`src/rtl/quant_settings.svh`:
```
`ifndef QUANT_SETTINGS_SVH
`define QUANT_SETTINGS_SVH

// dct coefficient and quantized result width
`define COEF_WIDTH   16

// quantization table entry width
`define QDIV_WIDTH   8

// block geometry, one 8x8 block
`define BLOCK_SIZE   64
`define BLOCK_ADDR_W 6

// ping-pong banks and the width of a bank select
`define NUM_BANKS    2
`define BANK_SEL_W   1

// input stage, one restoring stage per quotient bit, sign stage
`define DIV_LATENCY  (`COEF_WIDTH + 2)

`endif
```
`src/rtl/jpeg_coef_pkg.sv`:
```
`include "quant_settings.svh"

package jpeg_coef_pkg;

    ////////////////////
    // scalar types

    typedef logic signed [`COEF_WIDTH-1:0] coef_t;
    // never zero
    typedef logic [`QDIV_WIDTH-1:0]        qdiv_t;
    typedef logic [`BLOCK_ADDR_W-1:0]      blk_idx_t;

    ////////////////////
    // stream types

    // position in the block follows from arrival order (row-major)
    typedef struct packed {
        coef_t coef;
    } coef_in_t;

    typedef struct packed {
        coef_t    value;
        blk_idx_t index;
        logic     last;
    } quant_out_t;

    ////////////////////
    // luminance quantization table, zig-zag order

    localparam qdiv_t QUANT_TABLE_ZZ [0:`BLOCK_SIZE-1] = '{
        16,  11,  12,  14,  12,  10,  16,  14,
        13,  14,  18,  17,  16,  19,  24,  40,
        26,  24,  22,  22,  24,  49,  35,  37,
        29,  40,  58,  51,  61,  60,  57,  51,
        56,  55,  64,  72,  92,  78,  64,  68,
        87,  69,  55,  56,  80, 109,  81,  87,
        95,  98, 103, 104, 103,  62,  77, 113,
        121, 112, 100, 120,  92, 101, 103,  99
    };

endpackage

```
`src/rtl/quant_ctrl_pkg.sv`:
```
`include "quant_settings.svh"

package quant_ctrl_pkg;

    import jpeg_coef_pkg::*;

    ////////////////////
    // sequencer

    // idle waits for the next bank in fill order to become full,
    // walk issues one zig-zag index per unstalled cycle
    typedef enum logic {
        SEQ_IDLE,
        SEQ_WALK
    } seq_state_t;

    ////////////////////
    // divider side-band

    // travels beside each dividend through every divider stage
    typedef struct packed {
        blk_idx_t index;
        // high only with index 63
        logic     last;
    } div_tag_t;

endpackage

```
`src/rtl/quant_top.sv`:
```
`timescale 1ns/1ps

`include "quant_settings.svh"

module quant_top
    import jpeg_coef_pkg::*;
    import quant_ctrl_pkg::*;
(
    input  logic       clock,
    input  logic       nreset,

    input  logic       coef_in_valid_i,
    input  coef_in_t   coef_in_i,
    output logic       coef_in_ready_o,

    output logic       quant_out_valid_o,
    output quant_out_t quant_out_o,
    input  logic       quant_out_ready_i
);

    // buffer <-> sequencer
    logic [`NUM_BANKS-1:0]  bank_full;
    logic [`NUM_BANKS-1:0]  bank_release;
    logic                   rd_en;
    logic [`BANK_SEL_W-1:0] rd_bank;
    blk_idx_t               rd_addr;
    coef_t                  rd_data;

    // sequencer <-> divider
    logic                   div_valid;
    coef_t                  dividend;
    qdiv_t                  divisor;
    div_tag_t               div_tag;
    logic                   div_stall;

    // divider output
    coef_t                  quotient;
    div_tag_t               out_tag;

    coef_block_buffer i_coef_block_buffer (
        .clock          (clock),
        .nreset         (nreset),
        .wr_valid_i     (coef_in_valid_i),
        .wr_data_i      (coef_in_i),
        .wr_ready_o     (coef_in_ready_o),
        .rd_en_i        (rd_en),
        .rd_bank_i      (rd_bank),
        .rd_addr_i      (rd_addr),
        .rd_data_o      (rd_data),
        .bank_full_o    (bank_full),
        .bank_release_i (bank_release)
    );

    quant_sequencer i_quant_sequencer (
        .clock          (clock),
        .nreset         (nreset),
        .bank_full_i    (bank_full),
        .stall_i        (div_stall),
        .rd_en_o        (rd_en),
        .rd_bank_o      (rd_bank),
        .rd_addr_o      (rd_addr),
        .rd_data_i      (rd_data),
        .bank_release_o (bank_release),
        .div_valid_o    (div_valid),
        .dividend_o     (dividend),
        .divisor_o      (divisor),
        .tag_o          (div_tag)
    );

    pipelined_divider #(
        .tag_t (div_tag_t)
    ) i_pipelined_divider (
        .clock       (clock),
        .nreset      (nreset),
        .in_valid_i  (div_valid),
        .dividend_i  (dividend),
        .divisor_i   (divisor),
        .tag_i       (div_tag),
        .stall_o     (div_stall),
        .out_valid_o (quant_out_valid_o),
        .quotient_o  (quotient),
        .tag_o       (out_tag),
        .out_ready_i (quant_out_ready_i)
    );

    // output record straight from the last divider stage
    assign quant_out_o = '{value: quotient, index: out_tag.index, last: out_tag.last};

endmodule

```
`src/rtl/pipelined_divider.sv`:
```
`timescale 1ns/1ps

`include "quant_settings.svh"

module pipelined_divider
    import jpeg_coef_pkg::*;
#(
    parameter type tag_t = logic
) (
    input  logic  clock,
    input  logic  nreset,

    input  logic  in_valid_i,
    input  coef_t dividend_i,
    input  qdiv_t divisor_i,
    input  tag_t  tag_i,
    output logic  stall_o,

    output logic  out_valid_o,
    output coef_t quotient_o,
    output tag_t  tag_o,
    input  logic  out_ready_i
);

    localparam int CW    = `COEF_WIDTH;
    localparam int QW    = `QDIV_WIDTH;
    // one restoring stage per quotient bit
    localparam int STEPS = `DIV_LATENCY - 2;

    // bits starts as the dividend magnitude and ends as the quotient magnitude
    typedef struct packed {
        logic          neg;
        logic [QW-1:0] rem;
        logic [CW-1:0] bits;
        qdiv_t         divisor;
        tag_t          tag;
    } stage_t;

    stage_t         st_q [0:STEPS];
    logic [STEPS:0] vld_q;
    logic           out_valid_q;
    coef_t          quotient_q;
    tag_t           tag_q;
    stage_t         first;
    logic           advance;

    // one quotient bit per call, remainder always stays below the divisor
    function automatic stage_t div_step(stage_t s);
        stage_t        n;
        logic [QW:0]   trial;
        logic [QW:0]   diff;
        n     = s;
        trial = {s.rem, s.bits[CW-1]};
        diff  = trial - {1'b0, s.divisor};
        n.bits = {s.bits[CW-2:0], 1'b0};
        if (trial >= {1'b0, s.divisor}) begin
            n.rem     = diff[QW-1:0];
            n.bits[0] = 1'b1;
        end else begin
            n.rem = trial[QW-1:0];
        end
        return n;
    endfunction

    // global enable, the whole pipe moves only when the output can drain
    assign stall_o = out_valid_q && !out_ready_i;
    assign advance = !stall_o;

    ////////////////////
    // magnitude and sign

    always_comb begin
        first.neg     = dividend_i[CW-1];
        first.rem     = '0;
        // -32768 maps to 16'h8000, read back as an unsigned magnitude
        first.bits    = first.neg ? -dividend_i : dividend_i;
        first.divisor = divisor_i;
        first.tag     = tag_i;
    end

    ////////////////////
    // datapath

    always_ff @(posedge clock) begin
        if (advance) begin
            st_q[0] <= first;
            for (int k = 0; k < STEPS; k++) begin
                st_q[k+1] <= div_step(st_q[k]);
            end
            // sign last, so the result truncates toward zero
            quotient_q <= st_q[STEPS].neg ? coef_t'(-st_q[STEPS].bits)
                                          : coef_t'(st_q[STEPS].bits);
            tag_q      <= st_q[STEPS].tag;
        end
    end

    always_ff @(posedge clock) begin
        if (nreset) begin
            vld_q       <= '0;
            out_valid_q <= 1'b0;
        end else if (advance) begin
            vld_q       <= {vld_q[STEPS-1:0], in_valid_i};
            out_valid_q <= vld_q[STEPS];
        end
    end

    assign out_valid_o = out_valid_q;
    assign quotient_o  = quotient_q;
    assign tag_o       = tag_q;

endmodule

```
`src/rtl/quant_sequencer.sv`:
```
`timescale 1ns/1ps

`include "quant_settings.svh"

module quant_sequencer
    import jpeg_coef_pkg::*;
    import quant_ctrl_pkg::*;
(
    input  logic                   clock,
    input  logic                   nreset,

    input  logic [`NUM_BANKS-1:0]  bank_full_i,
    input  logic                   stall_i,

    output logic                   rd_en_o,
    output logic [`BANK_SEL_W-1:0] rd_bank_o,
    output blk_idx_t               rd_addr_o,
    input  coef_t                  rd_data_i,
    output logic [`NUM_BANKS-1:0]  bank_release_o,

    output logic                   div_valid_o,
    output coef_t                  dividend_o,
    output qdiv_t                  divisor_o,
    output div_tag_t               tag_o
);

    localparam blk_idx_t LAST_IDX = blk_idx_t'(`BLOCK_SIZE - 1);
    localparam logic [`BANK_SEL_W-1:0] LAST_BANK = `BANK_SEL_W'(`NUM_BANKS - 1);

    // zig-zag index to row-major position
    localparam blk_idx_t ZZ_TO_RM [0:`BLOCK_SIZE-1] = '{
         0,  1,  8, 16,  9,  2,  3, 10,
        17, 24, 32, 25, 18, 11,  4,  5,
        12, 19, 26, 33, 40, 48, 41, 34,
        27, 20, 13,  6,  7, 14, 21, 28,
        35, 42, 49, 56, 57, 50, 43, 36,
        29, 22, 15, 23, 30, 37, 44, 51,
        58, 59, 52, 45, 38, 31, 39, 46,
        53, 60, 61, 54, 47, 55, 62, 63
    };

    seq_state_t             state_q;
    logic [`BANK_SEL_W-1:0] bank_q;
    blk_idx_t               zz_q;
    logic                   issue;
    logic [`NUM_BANKS-1:0]  release_q;
    logic                   valid_q;
    qdiv_t                  divisor_q;
    div_tag_t               tag_q;

    ////////////////////
    // issue stage

    // one read per unstalled cycle while walking
    assign issue     = (state_q == SEQ_WALK) && !stall_i;
    assign rd_en_o   = issue;
    assign rd_bank_o = bank_q;
    assign rd_addr_o = ZZ_TO_RM[zz_q];

    always_ff @(posedge clock) begin
        if (nreset) begin
            state_q   <= SEQ_IDLE;
            bank_q    <= '0;
            zz_q      <= '0;
            release_q <= '0;
            valid_q   <= 1'b0;
        end else begin
            release_q <= '0;

            // register stage valid, frozen together with the divider
            if (!stall_i) begin
                valid_q <= issue;
            end

            case (state_q)
                SEQ_IDLE: begin
                    zz_q <= '0;
                    // banks are taken strictly in fill order
                    if (bank_full_i[bank_q]) begin
                        state_q <= SEQ_WALK;
                    end
                end

                SEQ_WALK: begin
                    if (issue) begin
                        zz_q <= zz_q + 1'b1;
                        if (zz_q == LAST_IDX) begin
                            state_q <= SEQ_IDLE;
                            // release pulse lands the cycle after the last read
                            release_q[bank_q] <= 1'b1;
                            if (bank_q == LAST_BANK) begin
                                bank_q <= '0;
                            end else begin
                                bank_q <= bank_q + 1'b1;
                            end
                        end
                    end
                end

                default: begin
                    state_q <= SEQ_IDLE;
                end
            endcase
        end
    end

    ////////////////////
    // register stage

    // table entry and tag line up with the one-cycle buffer read
    always_ff @(posedge clock) begin
        if (issue) begin
            divisor_q   <= QUANT_TABLE_ZZ[zz_q];
            tag_q.index <= zz_q;
            tag_q.last  <= (zz_q == LAST_IDX);
        end
    end

    assign bank_release_o = release_q;
    assign div_valid_o    = valid_q;
    assign dividend_o     = rd_data_i;
    assign divisor_o      = divisor_q;
    assign tag_o          = tag_q;

endmodule

```
`src/rtl/coef_block_buffer.sv`:
```
`timescale 1ns/1ps

`include "quant_settings.svh"

module coef_block_buffer
    import jpeg_coef_pkg::*;
(
    input  logic                   clock,
    input  logic                   nreset,

    input  logic                   wr_valid_i,
    input  coef_in_t               wr_data_i,
    output logic                   wr_ready_o,

    input  logic                   rd_en_i,
    input  logic [`BANK_SEL_W-1:0] rd_bank_i,
    input  blk_idx_t               rd_addr_i,
    output coef_t                  rd_data_o,

    output logic [`NUM_BANKS-1:0]  bank_full_o,
    input  logic [`NUM_BANKS-1:0]  bank_release_i
);

    localparam blk_idx_t LAST_ADDR = blk_idx_t'(`BLOCK_SIZE - 1);
    localparam logic [`BANK_SEL_W-1:0] LAST_BANK = `BANK_SEL_W'(`NUM_BANKS - 1);

    // both banks in one array, addressed as {bank, position}
    coef_t mem [0:`NUM_BANKS*`BLOCK_SIZE-1];

    logic [`BANK_SEL_W-1:0] fill_bank_q;
    blk_idx_t               wr_addr_q;
    logic [`NUM_BANKS-1:0]  full_q;
    logic                   wr_fire;
    logic                   block_done;

    // the bank being filled is only full again once both banks are full
    assign wr_ready_o  = !full_q[fill_bank_q];
    assign wr_fire     = wr_valid_i && wr_ready_o;
    assign block_done  = wr_fire && (wr_addr_q == LAST_ADDR);
    assign bank_full_o = full_q;

    ////////////////////
    // storage

    always_ff @(posedge clock) begin
        if (wr_fire) begin
            mem[{fill_bank_q, wr_addr_q}] <= wr_data_i.coef;
        end
        // read data holds while no read is issued
        if (rd_en_i) begin
            rd_data_o <= mem[{rd_bank_i, rd_addr_i}];
        end
    end

    ////////////////////
    // fill and release bookkeeping

    always_ff @(posedge clock) begin
        if (nreset) begin
            fill_bank_q <= '0;
            wr_addr_q   <= '0;
            full_q      <= '0;
        end else begin
            if (wr_fire) begin
                wr_addr_q <= wr_addr_q + 1'b1;
            end

            // move on to the next bank after the 64th coefficient
            if (block_done) begin
                if (fill_bank_q == LAST_BANK) begin
                    fill_bank_q <= '0;
                end else begin
                    fill_bank_q <= fill_bank_q + 1'b1;
                end
            end

            // a bank cannot complete and be released in the same cycle
            for (int b = 0; b < `NUM_BANKS; b++) begin
                if (block_done && (fill_bank_q == `BANK_SEL_W'(b))) begin
                    full_q[b] <= 1'b1;
                end else if (bank_release_i[b]) begin
                    full_q[b] <= 1'b0;
                end
            end
        end
    end

endmodule

```
`config.mk`:
```
export PLATFORM = sky130hd
export DESIGN_NAME = quant_top
export DESIGN_NICKNAME = d
export VERILOG_FILES = /design/src/rtl/jpeg_coef_pkg.sv /design/src/rtl/quant_ctrl_pkg.sv /design/src/rtl/quant_top.sv /design/src/rtl/pipelined_divider.sv /design/src/rtl/quant_sequencer.sv /design/src/rtl/coef_block_buffer.sv
export VERILOG_INCLUDE_DIRS = /design/src /design/src/rtl
export SDC_FILE = /design/constraint.sdc
export NUM_CORES = 2
export LEC_CHECK = 0
export ABC_AREA = 0
export BUFFER_PORTS_ARGS = -buffer_cell sky130_fd_sc_hd__buf_2
export CAP_MARGIN = 20
export CORE_UTILIZATION = 63
export DETAILED_ROUTE_END_ITERATION = 12
export HOLD_SLACK_MARGIN = 0.15
export MAX_ROUTING_LAYER = met4
export PLACE_DENSITY = 0.79
export SLEW_MARGIN = 20
export SYNTH_ARGS = -nofsm -noshare
export SYNTH_HDL_FRONTEND = slang
export SYNTH_HIERARCHICAL = 1
export SYNTH_SLANG_ARGS = --single-unit
```
`constraint.sdc`:
```
create_clock -name clock -period 27.8 [get_ports clock]
set_input_delay 5.56 -clock clock [delete_from_list [all_inputs] [get_ports clock]]
set_output_delay 5.56 -clock clock [all_outputs]
set_load 0.03 [all_outputs]
```
======== Word-level counts from Yosys, hierarchy flattened ========
Memory sizes are Yosys's and may differ from the RTL's. A register that Yosys moved wholly into a read port is not among the register bits.
Index checks and enable logic that the tools add are counted.
storage, ports and cells
  flip-flop bits (word level) ............. 68
  input port bits ......................... 20
  bits in read-only memories .............. 896
  bits in latches ......................... 0
  logic and storage cells ................. 173
  memories kept ........................... 4
  RAM bits ................................ 2728
  output and inout port bits .............. 25
cells by class
  multiply operators ...................... 0
  div/mod/pow operators ................... 0
  equality and inequality tests ........... 3
  multiplexer cells ....................... 89
  $lt $le $gt $ge ......................... 20
  shift operators ......................... 0
  add/subtract/negate cells ............... 22
  reduce and logical (&&, ||, !) cells .... 14
  bitwise operators ....................... 5
memory list
  memory                    words  bits a word  read ports  clocked after Yosys merged registers in  wr ports  line                     source
  i_coef_block_buffer.mem   128    16           1           1                                        1         coef_block_buffer.sv:28  coef_t mem [0:`NUM_BANKS*`BLOCK_SIZE-1];
  i_pipelined_divider.st_q  17     40           17          0                                        17        pipelined_divider.sv:39  stage_t st_q [0:STEPS];
  (name not given)          64     8            1           1                                        0         quant_sequencer.sv:113   divisor_q <= QUANT_TABLE_ZZ[zz_q];
  (name not given)          64     6            1           0                                        0         quant_sequencer.sv:58    assign rd_addr_o = ZZ_TO_RM[zz_q];
operator list
  kind                                                count
  2-to-1 mux 8 bit                                    32
  >= comparator 9 x 8 -> 1 bit                        16
  subtractor 8 bit                                    16
  2-to-1 mux 1 bit                                    49
  2-to-1 mux 16 bit                                   2
  negator 16 bit                                      2
  2-to-1 mux 6 bit                                    3
  adder 6 x 1 -> 6 bit, second input constant         2
  equality test 6 bit, second input constant          2
  one-hot mux 6 bit (2 select lines)                  1
  >= comparator 7 bit, second input constant          1
  logical AND 1 bit                                   7
  NOT 6 -> 7 bit                                      1
  < comparator 1 x 2 -> 1 bit, second input constant  2
  NOT 1 bit                                           4
  nonzero test 2 bit                                  2
  OR reduction 4 bit                                  1
  zero test 1 bit                                     3
  AND reduction 3 bit                                 1
  adder 1 bit, second input constant                  2
  inequality test 2 bit, second input constant        1
  one-hot mux 1 bit (2 select lines)                  1
  demux 1 bit (select 1 bit)                          1
  >= comparator 1 bit, second input constant          1

======== Longest topological paths before layout ========
  word-level depth ........................ 7
  mapped depth ............................ 15
  depth with buffers taken out ............ 11

======== By module ========
The synthesis kept the hierarchy.
by module, submodules not included
  module             sequential area each (um^2)  instances  area each (um^2)  cells an instance
  coef_block_buffer  62159.6                      1          79027.0           3124
  pipelined_divider  20749.9                      1          28856.4           1812
  quant_sequencer    640.6                        1          2452.4            287

======== Worst setup path before layout ========
OpenSTA, ideal clock, no wires.
  path kind ............................... in2reg
  from .................................... input quant_out_ready_i
  to ...................................... register i_pipelined_divider.quotient_q[0] (netlist: i_pipelined_divider/quotient_o[0]) (enable)
  stages on the path ...................... 3
  buffers on the path ..................... 2
  arrival ................................. 24351 ps
  setup slack ............................. 2143 ps
  data required time ...................... 26495 ps
  library setup time ...................... 1305 ps
  cell sequence ........................... nand2b_1 clkbuf_1 buf_1
between the ends
  word-level cells in the longest chain between the ends .. 2
RTL lines
  item                    line                     source
  start: declaration      quant_top.sv:18          input logic quant_out_ready_i
  zero test 1 bit         pipelined_divider.sv:66  assign stall_o = out_valid_q && !out_ready_i;
  logical AND 1 bit       pipelined_divider.sv:66
  end signal: assignment  pipelined_divider.sv:91  quotient_q <= st_q[STEPS].neg ? coef_t'(-st_q[STEPS].bits)
  end: declaration        pipelined_divider.sv:42  coef_t quotient_q;
Every way passes these cells.
A chain may end at the register's enable or synchronous reset.

======== Worst setup path after layout ========
Ends and elaborated chain as after synthesis.

==> impl_results.md <==
* Hold Buf Count CTS at 0
* Sequential cell area at between 80000 and 90000 um2
* Slew HR at 18.32%
* Gate power share at 5.4%
* Multi-input gate area at 25100 um2
* WL/cell at 31.08 um
* Total CTS buffers at 287
* Final critical-path required period at 8.311 ns
* Distinct cell type count after synthesis at 80
* Largest net degree at the start of global routing at ~220
* Async SR Flop Fraction at 0%
* Ys flop type: edfxtp_1
* CP Data Arrival Time at 8.82 ns
* Hold Vio Cnt, Final at 0
* GRT Resource Usage Total at between 20% and 30%
* Clock sink total at 2795
* Initial DRT Pass Iterations at 6
* CTS tree: done
* Root buf cell: clkbuf_16
* WHS Path Cells at 0
* Final Setup Violations at 0
* Final slew viol count at 0
* Post-synthesis cell area at roughly 110000 um2
* Die Ht at ~420 um
* Longest Clk Path Bufs at 4
* H-tree depth at 5
* Initial Util at 63.48%
* Initial antenna violation count at 13
* Sw power at 1.881 mW
* PortBufs at between 40 and 50
* Sw Ratio at 21.16%
* Final TNS setup at 0 ns
* Congestion Overflow GR at 0
* Worst r2r path cells at 14
* Status: completed
* Number of global-route vias before repair at approximately 54000
* Final wirelength at approximately 250 mm
* Setup crit start kind: input port
* PwrDens at 72.54 nW/um2
* Number of max-cap violations at 0
* Worst Hold Launch: i_pipelined_divider/st_q[0][179]
* HP Class: flip-flop to flip-flop
* Antenna-violating nets left at 0
* Leading post-synthesis cells by cell area: edfxtp_1 (75%), mux4_2 (14%), ha_1 (1.6%)
* Via Count at 53870
* First-pass GRT wire length at 366.8 mm
* Number of flops mapped to enable cells by yosys at 2757
* Num ports at 45
* Leak Pwr at 39.85 nW
* Yosys top cell area share at 75.03%
* R2R setup slack at ~20 ns
* Final #Nets at about 5700
* Placer congestion estimate at 0.8606
* Seq/Total Area, Yosys at 75.72%
* Worst-Margin Slew at between 1 and 1.5 ns
* Num rows at 153
* Worst Setup End Kind: flip-flop
* Setup ws final at between 15 and 20 ns
* VDD IR-drop max at 70.43 uV
* Final Skew at 0.06435 ns
* Post-DP HPWL at between 100 and 150 mm
* Critical Path RT at 28.31 ns
* Max FO, Critical Path at 193
* FF-to-FF End: i_coef_block_buffer/rd_data_o[11]
* Worst R2R Start: i_quant_sequencer/zz_q[1]
* Sequential share of power at a little over half
* Part of the power in the clock network at 40.9%
* Fraction of layout cells with a size suffix above 1 at 24.88%
* Synth warn at 6
* Core area at 173800 um2
* Clock-pin slew on the worst setup and hold paths at 0.07 ns
* CP Class: input port to flip-flop
* Number of remaining DRC errors at 0
* Max Fclk at about 120 MHz
* Post-CTS sizing at 0
* Clock latency on the worst-skew pair at 0.93 ns
* P_int at 7.011 mW
* Syn nets at 5401
* Synth area leader: edfxtp_1
* Syn-to-layout area delta at 11.11%
* Mean Syn Cell Area at ~21 um2
* Yosys reg bits at between 2000 and 3000
* Setup WS pre-CTS at 18.56 ns
* RSZ-0062 raised after global routing: false
* Setup repair bufs after CTS at 0
* Die W at 420.5 um
* Hold EP: i_pipelined_divider/st_q[0][220]
* Full die area at between 150000 and 200000 um2
* Fill cells at 9783
* Number of standard cells after synthesis at 5223
* Period utilisation layout at 29.90%
* First-iteration detailed-routing DRC count at 7297
* Via density at roughly 6.7
## sequential cells by signal, summed over array words and instances (netlist names), 7 cells and up
name                            count
i_coef_block_buffer/mem          2048
i_quant_sequencer/tag_o             7
i_pipelined_divider/st_q          656
i_pipelined_divider/vld_q          17
i_coef_block_buffer/rd_data_o      16
i_quant_sequencer/divisor_o         7
i_pipelined_divider/quotient_o     16
i_pipelined_divider/tag_o           7
## metrics by stage
stage	utilization, %	instance area (um2)	power, mW	hold slack, ns	cells
floorplan	-	110300	5.174	0.4003	5223
global placement	65.53	113900	5.307	0.4002	7541
detailed placement	65.53	113900	5.332	0.4045	7541
CTS	70.51	122600	8.935	0.3932	8025
global route	70.53	122600	9.131	0.4013	8029
finish	70.53	122600	8.893	0.3912	8030
## worst max-delay path, cell delays in order
cell	delay, ns
buf_2	0.07
nand2b_4	0.56
buf_4	0.77
buf_4	0.87
buf_12	0.78
## Yosys cell counts (all sizes together) (9+ instances only)
| cell type | number |
|---|---|
| nor2 | 222 |
| o31ai | 12 |
| mux2i | 55 |
| o21a | 28 |
| a211oi | 25 |
| and3 | 9 |
| dfxtp | 38 |
| nand4 | 12 |
| or4b | 12 |
| xnor2 | 60 |
| fa | 14 |
| a21oi | 112 |
| o21bai | 9 |
| clkbuf | 102 |
| nor2b | 40 |
| xor2 | 13 |
| a21o | 16 |
| o21ai | 70 |
| edfxtp | 2757 |
| inv | 199 |
| nand2 | 96 |
| o31a | 20 |
| nand3 | 39 |
| o22ai | 19 |
| a221oi | 10 |
| nand2b | 23 |
| ha | 144 |
| o211ai | 22 |
| nor3b | 10 |
| nor4 | 13 |
| buf | 122 |
| mux2 | 92 |
| nor3 | 36 |
| mux4 | 674 |
| or3 | 9 |
| or4 | 19 |
## metal layers
| layer | vias to the layer above | wire (um) | GRT usage (%) |
|---|---|---|---|
| met5 | - | 0 | - |
| met4 | 0 | 10490 | 11.54 |
| met3 | 614 | 23390 | 4.770 |
| met2 | 3332 | 125700 | 47.57 |
| met1 | 27890 | 90000 | 38.91 |
| li1 | 22040 | - | - |
## kinds of logic after synthesis
| group | count (synthesis) | synth area share [%] |
|---|---|---|
| DFF | 2795 | 75.72 |
| muxes | 821 | 15.20 |
| and+or+nand+nor | 562 | 2.643 |
| buffers and inverters | 424 | 1.637 |
| AOI/OAI and AO/OA | 389 | 2.330 |
| adders and majority gates | 158 | 1.887 |
| xor gates and xnor gates | 73 | 0.5795 |
| other | 1 | 0.003399 |
## worst max path at each step
stage	start	end	slack [ns]	cells after the start
after floorplan	quant_out_ready_i	i_pipelined_divider/quotient_o[0]	2.14	3
after global placement	quant_out_ready_i	i_pipelined_divider/st_q[0][445]	18.65	5
after detailed placement	quant_out_ready_i	i_pipelined_divider/st_q[0][444]	18.56	5
after CTS	quant_out_ready_i	i_pipelined_divider/st_q[0][487]	19.52	5
after global routing	quant_out_ready_i	i_pipelined_divider/st_q[0][487]	19.23	5
final	quant_out_ready_i	i_pipelined_divider/quotient_o[0]	19.49	5
## placed cells by master (no fill, tap or decap), types with 13 or more instances in the layout
cell type,Yosys,final
dfxtp_1,38,35
mux2_2,92,92
nor2b_1,40,39
clkinv_1,1,64
nand3_1,38,38
buf_2,67,28
clkbuf_16,0,291
a21oi_1,111,109
o21ai_0,67,67
or4_1,17,17
xnor2_1,60,60
clkinv_2,0,43
fa_1,14,14
nor3_1,36,36
buf_4,23,183
nand2_1,95,95
bufinv_16,0,17
mux2i_1,55,55
mux4_2,674,673
nand2b_1,23,22
nor2_1,221,211
a21o_1,16,16
a211oi_1,20,20
xor2_1,13,13
o31a_1,20,20
o211ai_1,22,22
ha_1,144,144
clkbuf_1,102,48
edfxtp_1,2757,2757
inv_1,198,198
o22ai_1,19,18
o21a_1,28,28
## power by group through the flow
stage          clock network (mW)  logic [mW]  registers [mW]
4_1_cts                      3.68       0.476            4.78
6_report                     3.64       0.481            4.78
3_5_place_dp                    0       0.469            4.86
2_1_floorplan                   0       0.315            4.86
5_1_grt                      3.83       0.522            4.78
3_3_place_gp                    0       0.448            4.86
## cell type report
cell class,count,area share (%)
Antenna cell,5,0.01021
Multi-Input combinational cell,2004,20.48
Tap cell,2325,2.373
Timing Repair Buffer,217,1.319
Inverter,200,0.6124
Clock inverter,140,0.9124
Clock buffer,344,6.143
Sequential cell,2795,68.15
Power figures use the tool's default switching activity.
